$ cat src/trig_pkg.sv
package trig_pkg;

    // upper bound on the channel count, also the width of every per-channel mask
    localparam int MAX_CHAN = 16;

    // width of one trigger word as it arrives from a channel
    localparam int TRIG_WORD_BITS = 16;

    // the bottom bits of a trigger word carry no address information
    localparam int ADDR_LSB = 2;

    // one trigger word: valid flag on top, then the address field, then the skipped bits
    typedef struct packed {
        logic                                 valid;
        logic [TRIG_WORD_BITS-ADDR_LSB-2:0]   addr;
        logic [ADDR_LSB-1:0]                  rsvd;
    } trig_word_t;

    // one readout event: which channels hit, and at which ring address
    typedef struct packed {
        logic [MAX_CHAN-1:0] hit_mask;
        logic [15:0]         addr;
    } trig_event_t;

    // run state as seen by the channels, the registers and the testbench
    typedef enum logic [1:0] {
        RUN_CLEAR   = 2'd0,
        RUN_IDLE    = 2'd1,
        RUN_FILL    = 2'd2,
        RUN_READOUT = 2'd3
    } run_state_e;

    // configuration held in the register block
    typedef struct packed {
        logic [MAX_CHAN-1:0] mask;
        logic [15:0]         latency;
    } trig_cfg_t;

    // APB byte offsets of the registers
    typedef enum logic [7:0] {
        REG_MASK    = 8'h00,
        REG_LATENCY = 8'h04,
        REG_STATUS  = 8'h08
    } reg_addr_e;

    // everything masked until software says otherwise
    localparam logic [MAX_CHAN-1:0] MASK_RESET = '1;

    // maximum latency so that any sane programmed value is shorter
    localparam logic [15:0] LATENCY_RESET = '1;

    // triggers are accepted and time advances only in these two states
    function automatic logic run_active(run_state_e state);
        return (state == RUN_FILL) || (state == RUN_READOUT);
    endfunction

endpackage

$ cat src/trig_cfg_regs.sv
module trig_cfg_regs #(
    parameter int NCHAN = 8
) (
    input  logic                    sysclk_i,
    input  logic                    runrst_i,
    input  logic                    psel_i,
    input  logic                    penable_i,
    input  logic                    pwrite_i,
    input  logic [7:0]              paddr_i,
    input  logic [31:0]             pwdata_i,
    output logic [31:0]             prdata_o,
    output logic                    pready_o,
    output logic                    pslverr_o,
    input  trig_pkg::run_state_e    run_state_i,
    input  logic [15:0]             drop_count_i,
    output trig_pkg::trig_cfg_t     cfg_o
);

    // only the bits of channels that exist can be stored
    localparam logic [15:0] CHAN_BITS = 16'((32'd1 << NCHAN) - 32'd1);

    trig_pkg::trig_cfg_t cfg_q;

    logic access;
    logic known_addr;
    logic wr_mask;
    logic wr_latency;
    logic bad_write;

    // the access phase is the second cycle of every APB transfer
    assign access = psel_i && penable_i;

    // offset decode, the status register is read-only
    always_comb begin
        known_addr = 1'b0;
        wr_mask    = 1'b0;
        wr_latency = 1'b0;
        bad_write  = 1'b0;
        case (paddr_i)
            trig_pkg::REG_MASK: begin
                known_addr = 1'b1;
                wr_mask    = access && pwrite_i;
            end
            trig_pkg::REG_LATENCY: begin
                known_addr = 1'b1;
                wr_latency = access && pwrite_i;
            end
            trig_pkg::REG_STATUS: begin
                known_addr = 1'b1;
                bad_write  = pwrite_i;
            end
            default: begin
                known_addr = 1'b0;
            end
        endcase
    end

    always_ff @(posedge sysclk_i) begin
        if (runrst_i) begin
            cfg_q.mask    <= trig_pkg::MASK_RESET & CHAN_BITS;
            cfg_q.latency <= trig_pkg::LATENCY_RESET;
        end else begin
            // mask bits of missing channels are dropped on the way in
            if (wr_mask) begin
                cfg_q.mask <= pwdata_i[15:0] & CHAN_BITS;
            end
            if (wr_latency) begin
                cfg_q.latency <= pwdata_i[15:0];
            end
        end
    end

    // read data is combinational and valid during the access phase
    always_comb begin
        case (paddr_i)
            trig_pkg::REG_MASK:    prdata_o = {16'd0, cfg_q.mask};
            trig_pkg::REG_LATENCY: prdata_o = {16'd0, cfg_q.latency};
            trig_pkg::REG_STATUS:  prdata_o = {drop_count_i, 14'd0, run_state_i};
            default:               prdata_o = 32'd0;
        endcase
    end

    // no wait states, every access completes in its first access cycle
    assign pready_o = 1'b1;

    // unknown offsets and writes to the status word are refused
    assign pslverr_o = access && (!known_addr || bad_write);

    assign cfg_o = cfg_q;

    // the write strobes rely on every access phase following a setup phase to the same offset
    a_access_after_setup: assert property (
        @(posedge sysclk_i) disable iff (runrst_i)
        psel_i && penable_i |-> $past(psel_i && !penable_i) && $stable(paddr_i)
    );

endmodule

$ cat config.mk
export PLATFORM = sky130hd
export DESIGN_NAME = trig_cfg_regs
export DESIGN_NICKNAME = d
export VERILOG_FILES = /design/src/trig_pkg.sv /design/src/trig_cfg_regs.sv
export SDC_FILE = /design/constraint.sdc
export NUM_CORES = 1
export LEC_CHECK = 0
export BUFFER_PORTS_ARGS = -buffer_cell sky130_fd_sc_hd__buf_2
export CORE_AREA = 2 2 63 65
export DETAILED_ROUTE_END_ITERATION = 6
export DIE_AREA = 0 0 65 67
export PLACE_DENSITY = 0.87
export SLEW_MARGIN = 5
export SYNTH_ARGS = -nofsm -noshare
export SYNTH_HDL_FRONTEND = slang
export SYNTH_SLANG_ARGS = --single-unit
$ cat constraint.sdc
create_clock -name sysclk_i -period 4 [get_ports sysclk_i]
set_clock_uncertainty 0.1 [all_clocks]
set_input_delay 0.4 -clock sysclk_i [delete_from_list [all_inputs] [get_ports sysclk_i]]
set_output_delay 0.4 -clock sysclk_i [all_outputs]
set_load 0.03 [all_outputs]
Word level (Yosys, flattened, before mapping)
Index checks and enable logic that the tools add are counted.

Output and inout port bits: 66. Bits of input ports: 63. Flip-flop bits (word level): 24.

Mux-type cells: 5. Eq/ne operators: 2. Reduce and logical (&&, ||, !) cells: 7.

Operator list (count): $pmux W32 S3 (1); $eq A8 B3 Y1 const B (1); $eq A8 B4 Y1 const B (1); $logic_not A8 Y1 (1); $mux W1 (4); $logic_and A1 B1 Y1 (3); $reduce_or A3 Y1 (1); $logic_not A1 Y1 (1); $logic_or A1 B1 Y1 (1).

Depth between registers and ports, before layout
Depth in word-level cells: 6. Gate-level depth with buffers: 5. Mapped depth without buffers: 3.

Worst setup path after synthesis
Ideal clock, no wire load.

Kind: input-to-output. From: input paddr_i[5]. To: output prdata_o[0]. Data required time: 3.500 ns. Arrival: 1.785 ns. Path slack: 1.715 ns. Cell stages on the path: 3. Cells stage by stage: or4_4 > or3_1 > a21oi_1.

Longest elaborated chain between the ends: 2. Elaborated cells on any way between the ends: 4. Classes of those cells: eq/ne: 2; mux: 1; reduce/logical: 1.

RTL lines: start: declaration (line trig_cfg_regs.sv:9) `input logic [7:0] paddr_i,`; $eq A8 B4 Y1 (tied with other cells) (line trig_cfg_regs.sv:75) `case (paddr_i)`; $pmux W32 S3 * (line trig_cfg_regs.sv:75); end: declaration (line trig_cfg_regs.sv:11) `output logic [31:0] prdata_o,`.

Every way passes the cells marked *; elsewhere a longest branch is shown, timed or not.

Final worst setup path
From: input paddr_i[5]. To: output prdata_o[28].

Same word-level chain as after synthesis.

==> summary.txt <==
Final Max Slew Viols - 0
GRT overflow - 0
Flops & latches, synth - 24
Sum Neg Setup Slack - 0 ns
Hold_ws - 0.285 ns
Initial cell density of the core - 39.8%
RSZ-0062 raised after global routing - no
R2r setup slk - 3.25 ns
DR pass1 iterations - 4
# DRC - 0
Final nets - 326
Startpoint Class - input port
Area growth, synth to finish - 39.5%
Setup repair bufs after CTS - 0
HP Class - input port to flip-flop
WL/cell - 11.8 µm
Top cell type by total area after synthesis - dfxtp_1
Pin count of the biggest net entering global routing - 41
P_leak - 1.14 nW
CTS tree - yes
Peak per-stage delay on the critical path - 0.55 ns
WL final - 3.67 mm
WP buf/inv - 2
Cell area after synthesis - 0.00144 mm²
YS warnings - 0
Average size of a mapped cell - 8.71 µm²
Share of layout cells above drive strength 1 - 49.2%
Slew HR - 56.5%
CP arrival - 2.00 ns
Crit path cell chain - buf_2 > or4_4 > nor4b_4 > and2_2 > buf_2
Leading cell types in the layout, fill and taps excluded - 103 x buf_2, 46 x nor2_1, 32 x mux2i_1
Worst EP required - 3.50 ns
Number of DRC markers in iteration 0 - 37
Vias - 1457
Post-CTS resize count - 0
Share of the synthesized area in the top cell type - 33.4%
PortBufs - 103
Most common cell after layout, fill and taps aside - buf_2
Die area - 0.00436 mm²
Final Wtd Congestion - 0.654
Top post-synthesis cells by area - dfxtp_1 33%, mux2i_1 22%, nor2_1 12%
Clock root buffer - clkbuf_8
Final setup violation count - 0
FF-to-FF path depth - 2
Post-CTS Hold Fix Bufs - 0
CP max-delay cell - or4_4
CTS Buf Count - 3
Worst Setup End Kind - primary output
Die Y - 67 µm
Avg Vias per Cell - 4.70
Fmax - 0.400 GHz
Max reg flops - 24
Die width - 65 µm
GRT Util Overall - 16.4%
Worst Hold End - cfg_o[15]$_SDFFE_PP1P_
Status - completed
Fin crit share - 62.5%
I/O pin cnt - 129
Worst r2r src - cfg_o[17]$_SDFFE_PP1P_
Kind of critical path - input port to primary output
Critical path peak fanout - 16
Cells after Synth - 165
Synth unique cells - 24
Hold path cells - 3
CTS H-Tree Depth - 1
Hold wc startpoint - pwdata_i[15]
Fin crit period - 2.50 ns
Core area - 0.00361 mm²
First-pass GRT wire length - 5.63 mm
Crit path max-delay family - simple AND/OR/NAND/NOR gates
CTS Sinks - 24
# rows - 22
Tightest Pin Transition - 0.652 ns
Post-DP HPWL - 2.96 mm
Final Hold Fails - 0
Reg2reg end - cfg_o[17]$_SDFFE_PP1P_
Post-route ant nets - 0
Worst vdd ir - 0.237 mV
PwrDens - 256 mW/mm²
Antenna Cells - 0
Seq/Total Area, Yosys - 33.4%
CP most frequent cell - buf_2
Vias in the first global route - 1298
Latest clock arrival within the worst-skew pair - 0.26 ns
Max clock buf depth - 2
Max-Cap Viols - 0
Initial antenna violation count - 0
Worst-path clk slew - 0.08 ns
## final cells by class
class                      count  area, µm²
multi-input combinational    130        868
sequential                    24        480
timing repair buffer         104        523
clock inverter                 1       30.0
tap                           48       60.1
fill                         363       1600
clock buffer                   3       41.3
## through the flow
step	area (µm²)	util [%]	power [mW]	instances	setup slack [ns]
floorplan	1460	-	0.288	172	1.71
global placement	1930	53.6	0.310	306	1.52
detailed placement	1930	53.6	0.310	306	1.48
CTS	2000	55.6	0.518	310	1.48
global route	2000	55.6	0.536	310	1.38
finish	2000	55.6	0.513	310	1.50
## worst register-to-register path, delay by kind of cell (launching register included)
family           cells  cell delay (ns)
muxes                1             0.08
DFF                  1             0.34
and+or+nand+nor      1             0.11
## layer usage
layer	GRT usage [%]	routed length [µm]
met4	2.39	10
met2	33.5	1900
met5	0	0
met1	16.6	1400
met3	4.39	366
## Yosys cell counts
cell type / count
and4b_1: 1
buf_2: 3
nor3_1: 1
dfxtp_1: 24
and3_1: 9
nor4_1: 1
or3_1: 1
buf_6: 2
a21oi_1: 2
clkbuf_1: 4
nor2b_1: 1
nand2_1: 3
buf_4: 9
nand3_4: 1
or2_2: 2
mux2i_1: 32
or4_4: 1
o211a_1: 1
and2_2: 14
conb_1: 2
nor2_1: 46
nor4b_4: 2
and2_1: 2
o21a_1: 1
## report_power, final
part | internal [mW] | leakage (nW) | switching [mW] | total (mW)
Combinational | 0.0262 | 0.909 | 0.0397 | 0.0659
Sequential | 0.239 | 0.194 | 0.0000604 | 0.239
Clock | 0.134 | 0.0357 | 0.0747 | 0.208
## how the worst max path moves through the flow
| stage | end | depth (start not counted) | slack, ns | start |
|---|---|---|---|---|
| after floorplan | prdata_o[0] | 3 | 1.71 | paddr_i[5] |
| after global placement | prdata_o[28] | 5 | 1.52 | paddr_i[5] |
| after detailed placement | prdata_o[27] | 5 | 1.48 | paddr_i[5] |
| after CTS | prdata_o[28] | 5 | 1.48 | paddr_i[5] |
| after global routing | prdata_o[28] | 5 | 1.38 | paddr_i[5] |
| final | prdata_o[28] | 5 | 1.50 | paddr_i[5] |
## logic make-up (layout without fill, tap and decap cells)
family | after synthesis | count (layout) | synth area share, %
other | 2 | 9 | 0.523
AOI/OAI and AO/OA | 4 | 4 | 1.92
muxes | 32 | 32 | 22.3
buffers and inverters | 18 | 108 | 8.36
and+or+nand+nor | 85 | 85 | 33.5
DFF | 24 | 24 | 33.4
Power figures use the tool's default switching activity.
