==> config.mk <==
export PLATFORM = sky130hd
export DESIGN_NAME = trig_channel
export DESIGN_NICKNAME = d
export VERILOG_FILES = /design/src/trig_pkg.sv /design/src/trig_channel.sv
export SDC_FILE = /design/constraint.sdc
export NUM_CORES = 1
export LEC_CHECK = 0
export BUFFER_PORTS_ARGS = -buffer_cell sky130_fd_sc_hd__clkbuf_2
export CAP_MARGIN = 40
export CORE_AREA = 2 2 161 163
export DETAILED_ROUTE_END_ITERATION = 10
export DIE_AREA = 0 0 163 165
export PLACE_DENSITY = 0.69
export RECOVER_POWER = 50
export SYNTH_ARGS = -nofsm -noshare
export SYNTH_HDL_FRONTEND = slang
export SYNTH_SLANG_ARGS = --single-unit
==> constraint.sdc <==
create_clock -name sysclk_i -period 4.2 [get_ports sysclk_i]
set_input_delay 0 -clock sysclk_i [delete_from_list [all_inputs] [get_ports sysclk_i]]
set_output_delay 0 -clock sysclk_i [all_outputs]
set_load 0.005 [all_outputs]
==> src/trig_pkg.sv <==
package trig_pkg;

    // upper bound on the channel count, also the width of every per-channel mask
    localparam int MAX_CHAN = 16;

    // width of one trigger word as it arrives from a channel
    localparam int TRIG_WORD_BITS = 16;

    // the bottom bits of a trigger word carry no address information
    localparam int ADDR_LSB = 2;

    // one trigger word: valid flag on top, then the address field, then the skipped bits
    typedef struct packed {
        logic                                 valid;
        logic [TRIG_WORD_BITS-ADDR_LSB-2:0]   addr;
        logic [ADDR_LSB-1:0]                  rsvd;
    } trig_word_t;

    // one readout event: which channels hit, and at which ring address
    typedef struct packed {
        logic [MAX_CHAN-1:0] hit_mask;
        logic [15:0]         addr;
    } trig_event_t;

    // run state as seen by the channels, the registers and the testbench
    typedef enum logic [1:0] {
        RUN_CLEAR   = 2'd0,
        RUN_IDLE    = 2'd1,
        RUN_FILL    = 2'd2,
        RUN_READOUT = 2'd3
    } run_state_e;

    // configuration held in the register block
    typedef struct packed {
        logic [MAX_CHAN-1:0] mask;
        logic [15:0]         latency;
    } trig_cfg_t;

    // APB byte offsets of the registers
    typedef enum logic [7:0] {
        REG_MASK    = 8'h00,
        REG_LATENCY = 8'h04,
        REG_STATUS  = 8'h08
    } reg_addr_e;

    // everything masked until software says otherwise
    localparam logic [MAX_CHAN-1:0] MASK_RESET = '1;

    // maximum latency so that any sane programmed value is shorter
    localparam logic [15:0] LATENCY_RESET = '1;

    // triggers are accepted and time advances only in these two states
    function automatic logic run_active(run_state_e state);
        return (state == RUN_FILL) || (state == RUN_READOUT);
    endfunction

endpackage

==> src/trig_channel.sv <==
module trig_channel #(
    parameter int ADDRBITS = 8
) (
    input  logic                    sysclk_i,
    input  logic                    runrst_i,
    input  trig_pkg::trig_word_t    word_i,
    input  logic                    strobe_i,
    input  logic                    mask_i,
    input  trig_pkg::run_state_e    state_i,
    input  logic [ADDRBITS-1:0]     rd_addr_i,
    input  logic                    rd_en_i,
    output logic                    hit_o
);

    localparam int DEPTH = 1 << ADDRBITS;

    // one hit bit per ring address
    logic [DEPTH-1:0] mem_q;

    logic                capture;
    logic                wr_en_q;
    logic [ADDRBITS-1:0] wr_addr_q;
    logic                hit_q;

    // a new, valid and unmasked word is taken only while a run is active
    assign capture = strobe_i && word_i.valid && !mask_i && trig_pkg::run_active(state_i);

    always_ff @(posedge sysclk_i) begin
        if (runrst_i) begin
            wr_en_q <= 1'b0;
            hit_q   <= 1'b0;
        end else begin
            wr_en_q <= capture;
            // the read result is only meaningful the cycle after a strobe
            hit_q   <= rd_en_i && mem_q[rd_addr_i];
        end
    end

    // the address field above the skipped bits selects the ring slot
    always_ff @(posedge sysclk_i) begin
        if (capture) begin
            wr_addr_q <= word_i.addr[ADDRBITS-1:0];
        end
    end

    // clear on read first, so a write to the same bit in the same cycle wins
    always_ff @(posedge sysclk_i) begin
        if (rd_en_i) begin
            mem_q[rd_addr_i] <= 1'b0;
        end
        // a write still in flight when the run stops would outlive the sweep
        if (wr_en_q && trig_pkg::run_active(state_i)) begin
            mem_q[wr_addr_q] <= 1'b1;
        end
    end

    assign hit_o = hit_q;

endmodule

# After elaboration in Yosys (flattened, before gate mapping)
# Index checks and enable logic that the tools add are counted.
[word_totals]
ff_bits = 266
latch_bits = 0
ramBits = 0
rom_bits = 0
in_bits = 31
out_inout_bits = 1
wordCells = 30
mem_count = 0
[op_classes]
n_addsub = 0
mul = 0
div_mod_pow = 0
order_cmp = 4
eq_ne = 2
shifts = 0
n_mux = 8
n_bitwise = 3
n_reduce_logical = 9
[op_table]
columns = ["operator", "count"]
rows = [
  ["two-way mux 256 bit", 2],
  ["AND 256 bit", 1],
  ["inverter 256 bit", 1],
  ["OR 256 bit", 1],
  ["less-than comparator 8 x 9 -> 1 bit, second input constant", 2],
  ["demux 1 bit (select 8 bit)", 2],
  [">= comparator 8 x 1 -> 1 bit, second input constant", 2],
  ["binary-select mux 1 bit (select 8 bit)", 1],
  ["logical AND 1 bit", 7],
  ["equality test 2 bit, second input constant", 2],
  ["two-way mux 1 bit", 3],
  ["logical NOT 1 bit", 1],
  ["logical OR 1 bit", 1],
]

# Logic depth before layout (Yosys ltp)
[logic_depth]
word_depth = 9
ltp_mapped = 11
mapped_depth_nobuf = 7

# Worst setup path before layout
# OpenSTA, ideal clock, no wires.
[synth_timing]
kind = "input port to flip-flop"
start = "input port rd_addr_i[1]"
end = "register hit_q, in the netlist hit_o"
setup_time_ns = 0.118
t_arrival_ns = 1.698
t_required_ns = 4.082
setup_slack_ns = 2.384
path_stages = 10
n_path_buf = 3
path_cell_list = "buf_6 buf_6 buf_2 mux4_2 mux2_2 o22ai_1 nand2_1 a221oi_1 o31ai_1 o2111a_1"
[synth_via]
elab_chain_len = 3
[synth_rtl]
columns = ["item", "line_no", "rtl"]
rows = [
  ["start, declared", "trig_channel.sv:10", "input logic [ADDRBITS-1:0] rd_addr_i,"],
  ["binary-select mux 1 bit (select 8 bit)", "trig_channel.sv:35", "hit_q <= rd_en_i && mem_q[rd_addr_i];"],
  ["two-way mux 1 bit (implied by the code)", "trig_channel.sv:35", ""],
  ["logical AND 1 bit", "trig_channel.sv:35", ""],
  ["end signal, assigned", "trig_channel.sv:35", ""],
  ["end, declared", "trig_channel.sv:23", "logic hit_q;"],
]
# Every way passes these cells. The select of a mux whose other input is x is not followed.
# A chain may end at the register's enable or synchronous reset.

# Worst setup path in the final report
[layout_timing]
start = "input port rd_addr_i[3]"
end = "register hit_q, in the netlist hit_o"
# The elaborated chain is that of the path after synthesis.

==> metrics.csv <==
metric,value,unit
status,"complete, no violations",
timing.fmax,0.307,GHz
drive_gt1_share,12.4,%
yosysMostFrequentCell,o21ai_0,
cts_resized,0,
place_congestion,0.914,
finalCritPeriodShare,77.5,%
clock_path_buffers,3,
switchingPower,0.00121,W
cts_sinks,266,
die_width,163,µm
hold_buffers,11,
r2r-start,mem_q[72],
internal-power,0.00437,W
holdWs,0.0259,ns
yosysWarningCount,0,
worstSetupEndpoint,hit_o,
synth_area_leaders,"dfxtp_1 (46%), o21ai_0 (22%), mux4_2 (12%), clkbuf_1 (2.5%), nand3_1 (2.2%)",
row_count,58,
wl_per_cell,24.1,µm
die_h,165,µm
reg2reg_depth,8,
startpoint_type,input pin,
synthesis.nets,1207,
synth_commonest_cells,"o21ai_0 (496), dfxtp_1 (258), clkbuf_1 (74)",
reg2reg_slack,1.60,ns
post-route-min-period,3.25,ns
core,25000,µm²
yosys.area.top_type,dfxtp_1,
port_buffers,23,
relSlewSlack,2.80,%
routed_wl,36000,µm
drt-pass1-iter-count,5,
power_frac_clock,49.8,%
crit_type,input pin to register,
hold_path.class,input pin to register,
final_net_count,1174,
worstPathCellList,"clkbuf_2, buf_4, mux4_2, mux2_2, o22ai_1, nand2_1, a221oi_1, o31ai_1, o2111a_1, dlygate4sd3_1",
grt_pass1_vias,9409,
synth.distinct_cells,42,
htreeDepth,1,
drc,0,
overflow,0,
cpMaxStageDelayCell,clkbuf_2,
synth_area_per_cell,9.50,µm²
hpwl,22700,µm
io_pins,32,
die-area,26900,µm²
seq_area,5410,µm²
antenna_found_initial,0,
ant_nets,0,
synth-edff-count,8,
setup_viol,0,
stdcell_area,12500,µm²
switching_share,21.6,%
finish.utilization,49.7,%
hold_violations,0,
clk_pin_slew_worst_paths,0.06,ns
rsz0062_at_grt,false,
grt_pass1_wl,55100,µm
synth_top_area_share,46.2,%
grt_max_degree,51,
slew_viol_final,0,
multiInputGateArea,5270,µm²
cp_slowest_stage_delay,1.04,ns
cts.root.buffer_cell,clkbuf_16,
post-cts-setup-buffer-count,0,
synth.cell_area,11200,µm²
share_comb_of_total_power,4.4,%
p_per_area,448,nW/µm²
placed_cell_area,11300,µm²
start_util,44.6,%
synth_ff_type,dfxtp_1,
grt_usage,26.9,%
dr.first_iter.drc_count,1272,
pwr-share-seq,45.8,%
syn_inst,1176,
num_vias,9860,
startpoint,rd_addr_i[3],
clk-insertion-delay-late,0.54,ns
cp_max_fo,43,
yosysSeqAreaShare,48.4,%
async_flop_share,0,%
dp_slack,1.51,ns
leakage,4.14,nW
fillCellCount,2274,
routed_via_density,6.60,
area_growth_syn_to_layout,11.4,%
synth-seq-cells,266,
cp_data_required_time,4.62,ns
end_kind,register,
drv_cap,0,
fin_setup_tns,0,ns
cts_tree,built,
clock_skew,0.00543,ns
ir_drop,0.000364,V
numCtsBuffers,28,
setup_slack,0.945,ns
cp.arrival,3.68,ns
diodes,0,
rr_endpoint,hit_o,
worstMarginPinSlew,1.46,ns
==> sequential cells by signal (all words and copies together) (netlist names) <==
| name | count |
|---|---|
| hit_o | 1 |
| wr_en_q | 1 |
| mem_q | 256 |
| wr_addr_q | 8 |
==> critical path, delay by kind of cell <==
| family | cells | cell delay (ns) |
|---|---|---|
| AOI/OAI and AO/OA | 4 | 0.72 |
| and+or+nand+nor | 1 | 0.08 |
| buffers and inverters | 3 | 2.03 |
| muxes | 2 | 0.81 |
==> power by group through the flow <==
stage	Clock (W)	Combinational, W	Sequential (W)
final	0.00278	0.000246	0.00255
after global routing	0.00289	0.000259	0.00255
after CTS	0.00278	0.000239	0.00255
after detailed placement	0	0.000230	0.00261
after global placement	0	0.000229	0.00261
after floorplan	0	0.000166	0.00261
==> final cells by class <==
| type | count | share of cell area [%] |
|---|---|---|
| well taps | 330 | 3.32 |
| inverters | 5 | 0.151 |
| flip-flops and latches | 266 | 43.4 |
| clock inverters | 10 | 1.41 |
| repair buffers | 40 | 2.27 |
| multi-input cells | 802 | 42.3 |
| clock buffers | 42 | 7.10 |
==> through the flow <==
stage / std cells / total power, W
4_1_cts: 1495 / 0.00557
6_report: 1495 / 0.00558
5_1_grt: 1495 / 0.00570
3_5_place_dp: 1432 / 0.00284
3_3_place_gp: 1430 / 0.00284
2_1_floorplan: 1176 / 0.00277
==> layout by cell type (no fill, tap or decap), drive strengths merged <==
cell type / synthesis / final
a2111oi: 2 / 2
nor4: 1 / 1
mux4: 62 / 62
o22a: 3 / 3
and2: 5 / 5
nand4: 11 / 11
nor4b: 1 / 1
o22ai: 10 / 10
inv: 5 / 5
a32oi: 2 / 2
a31oi: 2 / 2
dfxtp: 258 / 258
or3: 3 / 3
o31ai: 12 / 12
o41ai: 1 / 1
buf: 29 / 6
edfxtp: 8 / 8
nor2: 16 / 16
dlygate4sd3: 0 / 11
nand3: 50 / 50
nand2b: 3 / 3
a221oi: 1 / 1
a211oi: 1 / 1
clkbuf: 74 / 65
o2111ai: 1 / 1
mux2: 3 / 3
or2: 6 / 6
nor2b: 17 / 17
and4b: 1 / 1
o2111a: 1 / 1
clkinv: 0 / 5
and3: 1 / 1
o311ai: 3 / 3
nand2: 52 / 52
mux2i: 14 / 14
nor3: 8 / 8
bufinv: 0 / 5
a21oi: 8 / 8
o21ai: 501 / 501
==> worst min-delay path by stage <==
stage | start | end | slack (ns) | depth (start not counted)
finish | strobe_i | wr_addr_q[0] | 0.03 | 2
global placement | word_i[8] | wr_addr_q[6] | 0.18 | 1
detailed placement | word_i[3] | wr_addr_q[1] | 0.18 | 1
global route | strobe_i | wr_addr_q[0] | 0.08 | 2
floorplan | word_i[2] | wr_addr_q[0] | 0.1 | 0
CTS | strobe_i | wr_addr_q[3] | 0.03 | 2
==> logic make-up after synthesis <==
family | synth area share (%)
compound gates | 25.5
simple gates | 7.68
mux | 14.1
buf+inv | 4.43
flops | 48.4
==> layer usage <==
layer,global-route usage (%),routed length [µm]
met2,42.6,16200
met1,35.9,14200
met4,12.4,1750
met5,0,0
met3,4.87,3880
Note: power is estimated with default switching activity, not from simulation.
