[src/trig_pkg.sv]
package trig_pkg;

    // upper bound on the channel count, also the width of every per-channel mask
    localparam int MAX_CHAN = 16;

    // width of one trigger word as it arrives from a channel
    localparam int TRIG_WORD_BITS = 16;

    // the bottom bits of a trigger word carry no address information
    localparam int ADDR_LSB = 2;

    // one trigger word: valid flag on top, then the address field, then the skipped bits
    typedef struct packed {
        logic                                 valid;
        logic [TRIG_WORD_BITS-ADDR_LSB-2:0]   addr;
        logic [ADDR_LSB-1:0]                  rsvd;
    } trig_word_t;

    // one readout event: which channels hit, and at which ring address
    typedef struct packed {
        logic [MAX_CHAN-1:0] hit_mask;
        logic [15:0]         addr;
    } trig_event_t;

    // run state as seen by the channels, the registers and the testbench
    typedef enum logic [1:0] {
        RUN_CLEAR   = 2'd0,
        RUN_IDLE    = 2'd1,
        RUN_FILL    = 2'd2,
        RUN_READOUT = 2'd3
    } run_state_e;

    // configuration held in the register block
    typedef struct packed {
        logic [MAX_CHAN-1:0] mask;
        logic [15:0]         latency;
    } trig_cfg_t;

    // APB byte offsets of the registers
    typedef enum logic [7:0] {
        REG_MASK    = 8'h00,
        REG_LATENCY = 8'h04,
        REG_STATUS  = 8'h08
    } reg_addr_e;

    // everything masked until software says otherwise
    localparam logic [MAX_CHAN-1:0] MASK_RESET = '1;

    // maximum latency so that any sane programmed value is shorter
    localparam logic [15:0] LATENCY_RESET = '1;

    // triggers are accepted and time advances only in these two states
    function automatic logic run_active(run_state_e state);
        return (state == RUN_FILL) || (state == RUN_READOUT);
    endfunction

endpackage

[src/trig_event_fifo.sv]
module trig_event_fifo #(
    parameter int FIFO_DEPTH = 8
) (
    input  logic                    sysclk_i,
    input  logic                    runrst_i,
    input  logic                    flush_i,
    input  logic                    push_i,
    input  trig_pkg::trig_event_t   event_i,
    output trig_pkg::trig_event_t   event_o,
    output logic                    event_valid_o,
    input  logic                    event_ready_i,
    input  logic                    clr_drops_i,
    output logic [15:0]             drop_count_o
);

    localparam int PTR_W = (FIFO_DEPTH > 1) ? $clog2(FIFO_DEPTH) : 1;
    localparam int CNT_W = $clog2(FIFO_DEPTH + 1);
    localparam logic [PTR_W-1:0] PTR_LAST = PTR_W'(FIFO_DEPTH - 1);
    localparam logic [CNT_W-1:0] CNT_FULL = CNT_W'(FIFO_DEPTH);

    trig_pkg::trig_event_t mem_q [FIFO_DEPTH];

    logic [PTR_W-1:0] wr_ptr_q;
    logic [PTR_W-1:0] rd_ptr_q;
    logic [CNT_W-1:0] count_q;
    logic [15:0]      drops_q;

    logic full;
    logic pop;
    logic wr_ok;
    logic drop;

    assign full  = (count_q == CNT_FULL);
    assign pop   = event_valid_o && event_ready_i;
    assign wr_ok = push_i && !full;
    // a flushed push is discarded on purpose and is not counted as lost
    assign drop  = push_i && full && !flush_i;

    always_ff @(posedge sysclk_i) begin
        if (runrst_i || flush_i) begin
            wr_ptr_q <= '0;
            rd_ptr_q <= '0;
            count_q  <= '0;
        end else begin
            if (wr_ok) begin
                wr_ptr_q <= (wr_ptr_q == PTR_LAST) ? '0 : wr_ptr_q + 1'b1;
            end
            if (pop) begin
                rd_ptr_q <= (rd_ptr_q == PTR_LAST) ? '0 : rd_ptr_q + 1'b1;
            end
            // occupancy moves only when exactly one side is active
            case ({wr_ok, pop})
                2'b10:   count_q <= count_q + 1'b1;
                2'b01:   count_q <= count_q - 1'b1;
                default: count_q <= count_q;
            endcase
        end
    end

    always_ff @(posedge sysclk_i) begin
        if (wr_ok) begin
            mem_q[wr_ptr_q] <= event_i;
        end
    end

    // saturating count of events that found the FIFO full
    always_ff @(posedge sysclk_i) begin
        if (runrst_i || clr_drops_i) begin
            drops_q <= '0;
        end else if (drop && drops_q != 16'hffff) begin
            drops_q <= drops_q + 1'b1;
        end
    end

    // the head is shown for as long as the FIFO is not empty
    assign event_o       = mem_q[rd_ptr_q];
    assign event_valid_o = (count_q != '0);
    assign drop_count_o  = drops_q;

    a_occupancy_bound: assert property (
        @(posedge sysclk_i) disable iff (runrst_i)
        count_q <= CNT_FULL
    );

endmodule

[config.mk]
export PLATFORM = sky130hd
export DESIGN_NAME = trig_event_fifo
export DESIGN_NICKNAME = d
export VERILOG_FILES = /design/src/trig_pkg.sv /design/src/trig_event_fifo.sv
export SDC_FILE = /design/constraint.sdc
export NUM_CORES = 1
export LEC_CHECK = 0
export BUFFER_PORTS_ARGS = -buffer_cell sky130_fd_sc_hd__buf_2
export CAP_MARGIN = 15
export CORE_ASPECT_RATIO = 0.9
export CORE_UTILIZATION = 50
export DETAILED_ROUTE_END_ITERATION = 12
export PLACE_DENSITY_LB_ADDON = 0.2
export SLEW_MARGIN = 20
export SYNTH_ARGS = -nofsm -noshare
export SYNTH_HDL_FRONTEND = slang
export SYNTH_SLANG_ARGS = --single-unit
[constraint.sdc]
create_clock -name sysclk_i -period 6.4 [get_ports sysclk_i]
set_clock_uncertainty 0.05 [all_clocks]
set_input_delay 0.64 -clock sysclk_i [delete_from_list [all_inputs] [get_ports sysclk_i]]
set_output_delay 0.64 -clock sysclk_i [all_outputs]
set_load 0.005 [all_outputs]
# After elaboration in Yosys (flattened, before gate mapping)
# Memory sizes are Yosys's and may differ from the RTL's. A register that Yosys moved wholly into a read port is not among the register bits.
# Index checks and enable logic that the tools add are counted.
[totals]
reg_bits = 26
input_bits = 38
n_memories = 1
word_cells = 34
mem_bits_ro = 0
latchBits = 0
mem_bits_rw = 256
out_inout_bits = 49
[op_classes]
shift = 0
n_div = 0
n_mul = 0
n_eq_ne = 6
addsub = 5
reduce_logical = 11
bitwise = 0
order_cmp = 0
n_mux = 7
[mem_list]
columns = ["memory", "depth", "word_bits", "rd", "rd_ports_with_merged_regs", "wr", "line", "source"]
rows = [
  ["mem_q", 8, 32, 1, 1, 1, "trig_event_fifo.sv:21", "trig_pkg::trig_event_t mem_q [FIFO_DEPTH];"],
]
[op_table]
columns = ["operator", "n"]
rows = [
  ["$add 16x1->16 const B", 1],
  ["$ne 16x16->1 const B", 1],
  ["$mux 3", 4],
  ["$pmux 4 s2", 1],
  ["$add 3x1->3 const B", 2],
  ["$eq 3x3->1 const B", 2],
  ["$logic_and 1x1->1", 5],
  ["$add 4x1->4 const B", 1],
  ["$eq 4x4->1 const B", 1],
  ["$reduce_bool 4->1", 1],
  ["$sub 4x1->4 const B", 1],
  ["$eq 2x1->1 const B", 1],
  ["$eq 2x2->1 const B", 1],
  ["$logic_not 1->1", 2],
  ["$logic_or 1x1->1", 2],
  ["$mux 1", 2],
  ["$reduce_bool 2->1", 1],
]

# Longest topological paths before layout
[logic_depth]
word_depth = 5
ltp_mapped = 11

# Least setup slack after synthesis
# Ideal clock, no wire load.
[synth_timing]
path_type = "register to register"
startpoint = "register count_q[0]"
endpoint = "memory mem_q[0][0] in the netlist's numbering, enable pin"
arrival_ns = 3.909
path_buffers = 1
setup_ns = 0.502
setup_slack_ns = 1.939
path_stages_with_launch = 5
path_cell_list = "dfxtp_1 or4b_4 buf_6 nand2_1 nor4_1"
[synth_between]
elab_chain_cells = 5
[synth_lines]
columns = ["item", "line", "source"]
rows = [
  ["start: declaration", "trig_event_fifo.sv:25", "logic [CNT_W-1:0] count_q;"],
  ["start signal: assignment", "trig_event_fifo.sv:53", "2'b10: count_q <= count_q + 1'b1;"],
  ["start signal: assignment", "trig_event_fifo.sv:54", "2'b01: count_q <= count_q - 1'b1;"],
  ["start signal: assignment", "trig_event_fifo.sv:55", "default: count_q <= count_q;"],
  ["$eq 4x4->1", "trig_event_fifo.sv:33", "assign full = (count_q == CNT_FULL);"],
  ["$logic_not 1->1", "trig_event_fifo.sv:35", "assign wr_ok = push_i && !full;"],
  ["$logic_and 1x1->1", "trig_event_fifo.sv:35", ""],
  ["$mux 1", "trig_event_fifo.sv:61", "if (wr_ok) begin"],
  ["$mux 1 (not written as such)", "trig_event_fifo.sv:62", "mem_q[wr_ptr_q] <= event_i;"],
  ["end: declaration", "trig_event_fifo.sv:21", ""],
]
# Every way passes these cells.

==> results.ini <==
[timing]
rsz0062_at_grt=false
slew_violations=0
setup_violations=0
worst_pin_slew_ns=1.03
maxSlewHeadroom_pct=30.7
fmax_mhz=272
timing.final.crit_share_pct=57.4
finalCriticalPeriod_ns=3.68
finalWorstSetupSlack_ns=2.72
fin_tns_setup_ns=0
fin_hold_ws_ns=0.320
hold_violations=0

[die]
dieArea_sq_um=22900
ios=87
die_x_um=159
core_area_sq_um=21800
die_h_um=144
start_util_pct=51.1
rows=51

[setup_path]
arrival_ns=2.99
cp-start-kind=flop
rr_worst_depth=9
end_kind=output pin
path_cells=buf_4 > mux4_2 > mux2_2 > buf_2
cpMaxStageDelayCell=dfxtp_4
critical_path_class=flop to output pin
worst_ep_required_time_ns=5.71
cp_max_fo=41
max_stage_delay_ns=0.88

[cells_and_area]
drive_gt1_share_pct=38.2
instances_no_fill=976
nNetsFinal=709
diodes=0
area_delta_synth_final_pct=16.4

[logic_synthesis]
synth_fa_ha_area_share_pct=0.899
synth_edf_count=256
syn_inst=555
synth_top_family_by_area=multiplexers
yosysMostFrequentCell=edfxtp_1
yosys.area_share.simple_pct=4.78
ys.flop_type=edfxtp_1
synth_nets=601
synth_mux_area_share_pct=16.6
ys_ff_latch=285
syn_avg_cell_area_sq_um=20.1
synth_commonest_cells=edfxtp_1, mux4_2, mux2_2
synth.cell_area_sq_um=11100
yosys.area.top_type=edfxtp_1
yosysWarnings=0
yosysSeqAreaShare_pct=74.3
synth.area.top_cells=edfxtp_1, mux4_2, dfxtp_1
synth-xor-area-share_pct=0.236
async_flop_share_pct=0
synth_top_cell_area_share_pct=69.1
synth.distinct_cells=45
synth_compound_area_share_pct=2.14

[hold_path]
min_path_type=primary input to flop
hold_path_depth=1

[route]
avgViaCountPerCell=5.76
drcViolationCount=0
vias=5624
wl_per_cell_um=21.8
first_pass_iters=5
ant_nets=0
dr.first_iter.drc_count=316
wirelength_mm=21.3

[status]
outcome=finished clean

[clock_network]
cts_setup_buffers=0
cts_resized=0
cts_hold_buf=0
clk_pin_slew_ns=0.06
clock_latency_ns=0.54
clock-sinks=285
clockRootBuffer=clkbuf_16
h-tree-depth=1
cts_tree=built
clock_path_buffers=3
cts_buffers=28

[grt]
grt_max_degree=42
grt_pass1_wl_mm=32.6
grt_pass1_vias=5766
gr-usage-all-layers_pct=18.9
antenna_found_initial=2
met1_usage_pct=24.6
grt.busiest_layer=met2
grtUsageMet3_pct=4.21
grt_overflow_total=0
grt_use_met2_pct=32.9

[placement]
place_inst=924
portBuffers=86
dp_hpwl_mm=12.3
place.gp.congestion=0.764
pre_cts_ws_ns=3.16

[power_and_ir_drop]
power.total_uw=3860
power_per_cell_area_nw_per_um2=298
ir_worst_vdd_uv=244
leakage_uw=0.00422

[job]
cap_viol_max_count=0

-- worst max-delay path, delay by kind of cell (launching register included) --
kind,cells,cell delay (ns)
buffers and inverters,2,0.70
muxes,2,0.85
DFF,1,0.88
-- layer usage --
layer	routed length, um	vias to the layer above
li1	-	2525
met1	9050	2922
met2	10600	139
met3	1190	34
met4	379	4
met5	23	-
-- state kept, by name (all words and copies together) (netlist names), named ones only --
name          cells
mem_q           256
count_q           4
drop_count_o     16
rd_ptr_q          3
wr_ptr_q          3
-- cell usage in the layout, fill, tap and decap left out, drive strengths merged, types with 6 or more instances in the layout --
cell and instances:
buf 101, nor2 11, clkinv 13, ha 8, clkbuf 29, edfxtp 256
or4 8, a21oi 17, nand3 11, or3 7, o31ai 6, nand2 20
mux4 64, mux2 33, nor4 7, dfxtp 29
-- per-stage QoR --
stage | area, sq um | utilization (%)
3_3_place_gp | 12000 | 55.1
2_1_floorplan | 11100 | -
3_5_place_dp | 12000 | 55.1
4_1_cts | 13000 | 59.5
6_report | 13000 | 59.5
5_1_grt | 13000 | 59.5
-- power breakdown --
group	leakage (uW)	total, uW	switching (uW)	internal, uW
Clock	0.000463	1670	685	990
Combinational	0.00120	129	67.7	61.6
Sequential	0.00256	2060	11.7	2050
-- path summary, 6_finish.rpt --
kind	start	endpoint	slack, ns
hold / removal	event_i[19]	mem_q[5][19]$_DFFE_PP_	0.32
setup reg to reg	count_q[0]$_SDFFE_PP0P_	count_q[2]$_SDFFE_PP0P_	3.57
setup / recovery	flop	event_o[8]	2.72
hold reg to reg	rd_ptr_q[1]$_SDFFE_PP0N_	flop	0.43
-- final cells by class --
| class | instances | area [sq um] |
|---|---|---|
| Tap cell | 291 | 364 |
| Timing Repair Buffer | 101 | 543 |
| Sequential cell | 285 | 8270 |
| Clock inverter | 23 | 235 |
| Fill cell | 1623 | 8810 |
| Clock buffer | 29 | 726 |
| Inverter | 3 | 11.3 |
| Multi-Input combinational cell | 244 | 2800 |
-- cell families (layout without fill, tap and decap cells) --
group / Yosys count / count (layout)
DFF: 285 / 285
AOI/OAI and AO/OA: 38 / 38
xor gates and xnor gates: 3 / 3
and+or+nand+nor: 94 / 94
adders and majority gates: 8 / 8
muxes: 101 / 101
buffers and inverters: 26 / 156
Power figures use the tool's default switching activity.
