<file path="src/trig_pkg.sv">
package trig_pkg;

    // upper bound on the channel count, also the width of every per-channel mask
    localparam int MAX_CHAN = 16;

    // width of one trigger word as it arrives from a channel
    localparam int TRIG_WORD_BITS = 16;

    // the bottom bits of a trigger word carry no address information
    localparam int ADDR_LSB = 2;

    // one trigger word: valid flag on top, then the address field, then the skipped bits
    typedef struct packed {
        logic                                 valid;
        logic [TRIG_WORD_BITS-ADDR_LSB-2:0]   addr;
        logic [ADDR_LSB-1:0]                  rsvd;
    } trig_word_t;

    // one readout event: which channels hit, and at which ring address
    typedef struct packed {
        logic [MAX_CHAN-1:0] hit_mask;
        logic [15:0]         addr;
    } trig_event_t;

    // run state as seen by the channels, the registers and the testbench
    typedef enum logic [1:0] {
        RUN_CLEAR   = 2'd0,
        RUN_IDLE    = 2'd1,
        RUN_FILL    = 2'd2,
        RUN_READOUT = 2'd3
    } run_state_e;

    // configuration held in the register block
    typedef struct packed {
        logic [MAX_CHAN-1:0] mask;
        logic [15:0]         latency;
    } trig_cfg_t;

    // APB byte offsets of the registers
    typedef enum logic [7:0] {
        REG_MASK    = 8'h00,
        REG_LATENCY = 8'h04,
        REG_STATUS  = 8'h08
    } reg_addr_e;

    // everything masked until software says otherwise
    localparam logic [MAX_CHAN-1:0] MASK_RESET = '1;

    // maximum latency so that any sane programmed value is shorter
    localparam logic [15:0] LATENCY_RESET = '1;

    // triggers are accepted and time advances only in these two states
    function automatic logic run_active(run_state_e state);
        return (state == RUN_FILL) || (state == RUN_READOUT);
    endfunction

endpackage

</file>
<file path="src/trig_run_ctrl.sv">
module trig_run_ctrl #(
    parameter int ADDRBITS = 8
) (
    input  logic                    sysclk_i,
    input  logic                    runrst_i,
    input  logic                    run_start_i,
    input  logic                    run_stop_i,
    input  logic [15:0]             latency_i,
    output trig_pkg::run_state_e    state_o,
    output logic [ADDRBITS-1:0]     write_time_o,
    output logic [ADDRBITS-1:0]     rd_addr_o,
    output logic                    rd_en_o
);

    localparam logic [ADDRBITS-1:0] SWEEP_LAST = '1;

    trig_pkg::run_state_e state_q;
    trig_pkg::run_state_e state_d;

    logic [ADDRBITS-1:0] sweep_q;
    logic [ADDRBITS-1:0] wtime_q;
    logic [ADDRBITS-1:0] rd_ptr_q;
    logic [15:0]         lat_q;
    logic [15:0]         lat_cnt_q;

    // next state, start and stop are only honoured in the states that expect them
    always_comb begin
        state_d = state_q;
        case (state_q)
            trig_pkg::RUN_CLEAR: begin
                // the last sweep address has been cleared this cycle
                if (sweep_q == SWEEP_LAST) begin
                    state_d = trig_pkg::RUN_IDLE;
                end
            end
            trig_pkg::RUN_IDLE: begin
                if (run_start_i) begin
                    state_d = trig_pkg::RUN_FILL;
                end
            end
            trig_pkg::RUN_FILL: begin
                if (run_stop_i) begin
                    state_d = trig_pkg::RUN_CLEAR;
                end else if (lat_cnt_q == lat_q) begin
                    state_d = trig_pkg::RUN_READOUT;
                end
            end
            trig_pkg::RUN_READOUT: begin
                if (run_stop_i) begin
                    state_d = trig_pkg::RUN_CLEAR;
                end
            end
            default: begin
                state_d = trig_pkg::RUN_CLEAR;
            end
        endcase
    end

    always_ff @(posedge sysclk_i) begin
        if (runrst_i) begin
            state_q   <= trig_pkg::RUN_CLEAR;
            sweep_q   <= '0;
            wtime_q   <= '0;
            rd_ptr_q  <= '0;
            lat_q     <= trig_pkg::LATENCY_RESET;
            lat_cnt_q <= '0;
        end else begin
            state_q <= state_d;

            // the sweep walks every address once per visit to RUN_CLEAR
            sweep_q <= (state_q == trig_pkg::RUN_CLEAR) ? sweep_q + 1'b1 : '0;

            // write time is zero in the first fill cycle and wraps with the ring
            if (trig_pkg::run_active(state_q) && trig_pkg::run_active(state_d)) begin
                wtime_q <= wtime_q + 1'b1;
            end else begin
                wtime_q <= '0;
            end

            // latency is frozen for the whole run
            if (state_q == trig_pkg::RUN_IDLE && run_start_i) begin
                lat_q <= latency_i;
            end

            // counts the fill cycles spent so far
            lat_cnt_q <= (state_q == trig_pkg::RUN_FILL) ? lat_cnt_q + 1'b1 : '0;

            // readout pointer starts at address 0 and returns there on stop
            if (state_q == trig_pkg::RUN_READOUT) begin
                rd_ptr_q <= run_stop_i ? '0 : rd_ptr_q + 1'b1;
            end
        end
    end

    // the sweep and the readout share one read port into the channels
    assign rd_addr_o = (state_q == trig_pkg::RUN_CLEAR) ? sweep_q : rd_ptr_q;
    assign rd_en_o   = (state_q == trig_pkg::RUN_CLEAR) || (state_q == trig_pkg::RUN_READOUT);

    assign state_o      = state_q;
    assign write_time_o = wtime_q;

    // while reading out, the pointer trails the write time by exactly the latency plus one
    a_ptr_trails_wtime: assert property (
        @(posedge sysclk_i) disable iff (runrst_i)
        state_q == trig_pkg::RUN_READOUT |->
            rd_ptr_q == ADDRBITS'(wtime_q - lat_q[ADDRBITS-1:0] - 1'b1)
    );

    // readout is reached only after the latency has expired in fill
    a_readout_from_fill: assert property (
        @(posedge sysclk_i) disable iff (runrst_i)
        $rose(state_q == trig_pkg::RUN_READOUT) |-> $past(state_q) == trig_pkg::RUN_FILL
    );

endmodule

</file>
<file path="config.mk">
export PLATFORM = sky130hd
export DESIGN_NAME = trig_run_ctrl
export DESIGN_NICKNAME = d
export VERILOG_FILES = /design/src/trig_pkg.sv /design/src/trig_run_ctrl.sv
export SDC_FILE = /design/constraint.sdc
export NUM_CORES = 1
export LEC_CHECK = 0
export ABC_AREA = 1
export ABC_CLOCK_PERIOD_IN_PS = 2000
export BUFFER_PORTS_ARGS = -buffer_cell sky130_fd_sc_hd__buf_4
export CORE_MARGIN = 8
export CORE_UTILIZATION = 50
export CTS_CLUSTER_DIAMETER = 30
export DETAILED_ROUTE_END_ITERATION = 10
export MAX_ROUTING_LAYER = met4
export PLACE_DENSITY = 0.82
export RECOVER_POWER = 100
export SLEW_MARGIN = 25
export SYNTH_ARGS = -nofsm -noshare
export SYNTH_HDL_FRONTEND = slang
export SYNTH_SLANG_ARGS = --single-unit
</file>
<file path="constraint.sdc">
create_clock -name sysclk_i -period 2 [get_ports sysclk_i]
set_clock_uncertainty 0.15 [all_clocks]
set_input_delay 0.1 -clock sysclk_i [delete_from_list [all_inputs] [get_ports sysclk_i]]
set_output_delay 0.1 -clock sysclk_i [all_outputs]
set_load 0.01 [all_outputs]
</file>
Word level (Yosys, flattened, before mapping)

Index checks and enable logic that the tools add are counted.

Bitwise gates (word level): 3
Reductions and logical operators: 9
Add/sub/neg operators: 4
Equal/unequal tests: 7
Muxes and demuxes: 8

Operators with widths:

| cell                                                | number |
|---|---|
| adder 8 x 1 -> 8 bit, second input constant         | 3 |
| adder 16 x 1 -> 16 bit, second input constant       | 1 |
| equality test 16 bit                                | 1 |
| 2-to-1 mux 8 bit                                    | 2 |
| 2-to-1 mux 2 bit                                    | 5 |
| equality test 2 bit, second input constant          | 4 |
| equality test 8 bit, second input constant          | 1 |
| case mux 2 bit (4 select lines)                     | 1 |
| OR reduction 2 bit                                  | 3 |
| logical OR 1 bit                                    | 3 |
| inverter 1 bit                                      | 3 |
| equality test 2 x 1 -> 1 bit, second input constant | 1 |
| logical AND 1 bit                                   | 2 |
| logical NOT 2 bit                                   | 1 |

Output and inout port bits: 19
Register bits after elaboration: 58

Depth between registers and ports, before layout

Word-level depth: 9
Depth in mapped cells: 12

Worst setup path after synthesis

Ideal clock, no wire load.

Kind: register to register
Start: reg state_q[1] (netlist: state_o[1])
End: reg wtime_q[0] (netlist: write_time_o[0])
Arrival time: 1544 ps
Required time: 1730 ps
Clock period less this slack: 1814 ps
Stages on the path, launching flop included: 9
Setup time: 120 ps
Slack: 186 ps
Path through: dfxtp_1 -> inv_1 -> ha_1 -> nand2_1 -> clkinv_1 -> a211oi_1 -> nand2_1 -> nand3_2 -> nor2_1

Longest elaborated chain between the ends: 8

RTL lines:

| element                               | line                | RTL |
|---|---|---|
| from (decl)                           | trig_run_ctrl.sv:17 | `trig_pkg::run_state_e state_q;` |
| from (signal assigned)                | trig_run_ctrl.sv:61 | `state_q <= trig_pkg::RUN_CLEAR;` |
| from (signal assigned)                | trig_run_ctrl.sv:68 | `state_q <= state_d;` |
| 2-to-1 mux 2 bit                      | trig_run_ctrl.sv:44 | `end else if (lat_cnt_q == lat_q) begin` |
| 2-to-1 mux 2 bit                      | trig_run_ctrl.sv:42 | `if (run_stop_i) begin` |
| case mux 2 bit (4 select lines)       | trig_run_ctrl.sv:29 | `case (state_q)` |
| equality test 2 bit                   | trig_pkg.sv:54      | `return (state == RUN_FILL) \|\| (state == RUN_READOUT);` |
| logical OR 1 bit                      | trig_pkg.sv:54      |  |
| logical AND 1 bit *                   | trig_run_ctrl.sv:74 | `if (trig_pkg::run_active(state_q) && trig_pkg::run_active(state_d)) begin` |
| inverter 1 bit (no source line) *     | --                  |  |
| OR reduction 2 bit (no source line) * | --                  |  |
| to (signal assigned)                  | trig_run_ctrl.sv:75 | `wtime_q <= wtime_q + 1'b1;` |
| to (decl)                             | trig_run_ctrl.sv:21 | `logic [ADDRBITS-1:0] wtime_q;` |

Every way passes the cells marked *; elsewhere a longest branch is shown, timed or not.
A chain may end at the register's enable or synchronous reset.

Worst setup path after layout

Start: reg state_q[0] (netlist: state_o[0])
End: reg rd_ptr_q[1]

Longest elaborated chain between the ends: 1

RTL lines:

| element              | line                | RTL |
|---|---|---|
| equality test 2 bit  | trig_run_ctrl.sv:89 | `if (state_q == trig_pkg::RUN_READOUT) begin` |
| to (signal assigned) | trig_run_ctrl.sv:90 | `rd_ptr_q <= run_stop_i ? '0 : rd_ptr_q + 1'b1;` |
| to (decl)            | trig_run_ctrl.sv:22 | `logic [ADDRBITS-1:0] rd_ptr_q;` |

No other way between the ends.

==> out/results.ini <==
[placed_design]
place_ws_ps=129
placer_congestion=0.871
io_buffer_count=38
numPlacedInstances=487
place_area_um2=3100
place_hpwl_mm=4.50

[grt]
antenna_found_initial=0
grt_max_degree=26
grt-ovfl-total=0
gr-usage-all-layers=0.163
grt_pass1_vias=2510
grt_first_pass_wirelength_mm=10.7

[synthesis]
synthTopCellsByArea=sky130_fd_sc_hd__dfxtp_1 (43%), sky130_fd_sc_hd__nand2_1 (13%), sky130_fd_sc_hd__inv_1 (7.3%)
synth_most_common_cell=sky130_fd_sc_hd__nand2_1
postSynthAreaPerCell_um2=7.16
synth_area_leader_cell=sky130_fd_sc_hd__dfxtp_1
post-synth-top-area-fraction=0.427
post_synth_num_cell_types=30
ys_seq_area_frac=0.427
post_synth_inst_count=380
ys_ff_latch=58
ys.warnings.count=0
number_of_enable_type_register_cells_in_the_synthesized_netlist=0
mapped_nets=408
syn_area_um2=2720
synthArstFlopShare=0
netlist_top_cells_count=sky130_fd_sc_hd__nand2_1 (92), sky130_fd_sc_hd__dfxtp_1 (58), sky130_fd_sc_hd__inv_1 (53)
postSynth.topFlopCell=sky130_fd_sc_hd__dfxtp_1

[timing]
slew_headroom=0.640
maxClockFrequency_ghz=0.516
post-route-min-period_ps=1940
worst-slew-pin-transition_ps=537
finalSetupViolations=0
final_hold_viol_count=0
final_cycle_share=0.970
postLayoutSetupSlackWorst_ps=60.1
final_max_slew_viols=0
timing.hold.ws_ps=50.7
fin_tns_setup_ps=0

[cells_and_area]
ratio_of_cells_with_drive_above_1_in_the_final_layout=0.107
fin_nets=473
area_delta_synth_final_pct=24.9
finalCoreUtilization=0.633
final.fill_count=482
num_antenna_cells=0
stdcell_count=521
layout.cell_area.non_filler_um2=3400

[power]
power.total_mw=2.28
clock_power_share=0.448
power.internal_mw=1.81
p_leak_nw=1.35
comb_power_share=0.040
switching_share=0.203
maximum_resistive_drop_on_vdd_mv=0.422
power.density_cell_area_nw_per_um2=670
p_sw_uw=463
p_seq_frac=0.512

[worst_setup_path]
category_of_the_most_critical_setup_path=reg -> reg
timing.critical_path.arrival_ps=2060
crit_required_ps=2120
worstPathMaxFanout=7
worst_setup_sp_type=register
setup.worst_path.end_class=register

[routing]
antenna_violating_nets_post_route=0
drt_iter0_markers=141
avgRoutedWirePerCell_um=11.9
drt-pass1-iter-count=4
totalWireLength_mm=6.20
detailroute.via_count=2503
drt-vias-per-instance=4.80
route.detailed.drc=0

[clock_tree]
clock_tree.root_cell=sky130_fd_sc_hd__clkbuf_8
tritoncts=done
cts_buffers=9
ctsHtreeMaxLevel=3
tritoncts_num_sinks=58
clkSlewWorstSetupHoldPaths_ps=60
clock_tree.buffer_depth=2
clock_insertion_delay_at_the_later_pin_of_the_skew_report_ps=330
post-cts-setup-buffer-count=0

[flow_run]
drv.max_cap_violation_count=0

[min_path]
worstHoldPathType=in -> reg

[floorplanning]
die_area_um2=8060
rows=27
start_util=0.507
floorplan.io_pins=39
core-area_um2=5370
die_h_um=89.8
die_w_um=89.8

[run_status]
outcome=finished clean

layout by cell type (no fill, tap or decap), drive strengths merged, types with 2 or more instances in the layout:
cell type	count
nand2	92
dfxtp	58
inv	53
nor2	44
clkbuf	30
nand3	27
a21oi	25
buf	24
o21ai	21
dlygate4sd3	19
xnor2	10
o211ai	9
nor3	9
ha	8
xor2	4
clkinv	4
or2	3
nor4	2
cell type report:
| cell class | instances | area, um^2 | share of cell area |
|---|---|---|---|
| inverters | 55 | 206 | 0.0607 |
| repair buffers | 61 | 442 | 0.130 |
| clock inverters | 3 | 40.0 | 0.0118 |
| flip-flops and latches | 58 | 1160 | 0.342 |
| multi-input cells | 260 | 1310 | 0.386 |
| clock buffers | 12 | 145 | 0.0427 |
| well taps | 72 | 90.1 | 0.0265 |
routing by layer:
metal / wire length (um) / part of all wire / track usage / vias up
li1: - / - / - / 1335
met2: 3120 / 0.50 / 0.277 / 40
met1: 2730 / 0.44 / 0.163 / 1113
met3: 188 / 0.030 / 0.0391 / 15
met5: 0 / 0 / - / -
met4: 153 / 0.025 / 0.109 / 0
state kept, by name (all words and copies together), names as in the netlist:
register and cells:
lat_q 16, lat_cnt_q 16, rd_ptr_q 8, write_time_o 8
state_o 2, sweep_q 8
final timing paths:
kind	endpoint	depth (start not counted)	slack, ps	startpoint
max	rd_ptr_q[1]	5	60	state_o[0]
min	state_o[0]	6	50	run_start_i
max reg2reg	rd_ptr_q[1]	5	60	state_o[0]
min reg2reg	rd_ptr_q[7]	1	310	rd_ptr_q[7]
cells by family after synthesis:
kind of cell / after synthesis / share of synthesized area
adders and majority gates: 8 / 0.0368
DFF: 58 / 0.427
buffers and inverters: 62 / 0.0864
xor gates and xnor gates: 14 / 0.0451
and+or+nand+nor: 179 / 0.285
AOI/OAI and AO/OA: 59 / 0.120
power groups by stage:
stage / combinational, mW / clock (mW) / sequential, mW
6_report: 0.0921 / 1.02 / 1.17
5_1_grt: 0.102 / 1.11 / 1.16
4_1_cts: 0.0963 / 1.05 / 1.17
3_5_place_dp: 0.0678 / 0 / 1.19
3_3_place_gp: 0.0672 / 0 / 1.19
2_1_floorplan: 0.0240 / 0 / 1.19
critical path, stage by stage (launching register included):
cell and delay (ps):
sky130_fd_sc_hd__dfxtp_1 350, sky130_fd_sc_hd__ha_1 240, sky130_fd_sc_hd__buf_4 160, sky130_fd_sc_hd__or2_2 290, sky130_fd_sc_hd__a21oi_1 130, sky130_fd_sc_hd__dlygate4sd3_1 560
what timing repair did:
action / 4_1_cts / 5_1_grt
setup endpoints to repair: 0 / 15
gates resized for setup: 0 / 6
endpoints found under the hold margin: 26 / 0
hold buffers: 19 / 0
Note: power is estimated with default switching activity, not from simulation.
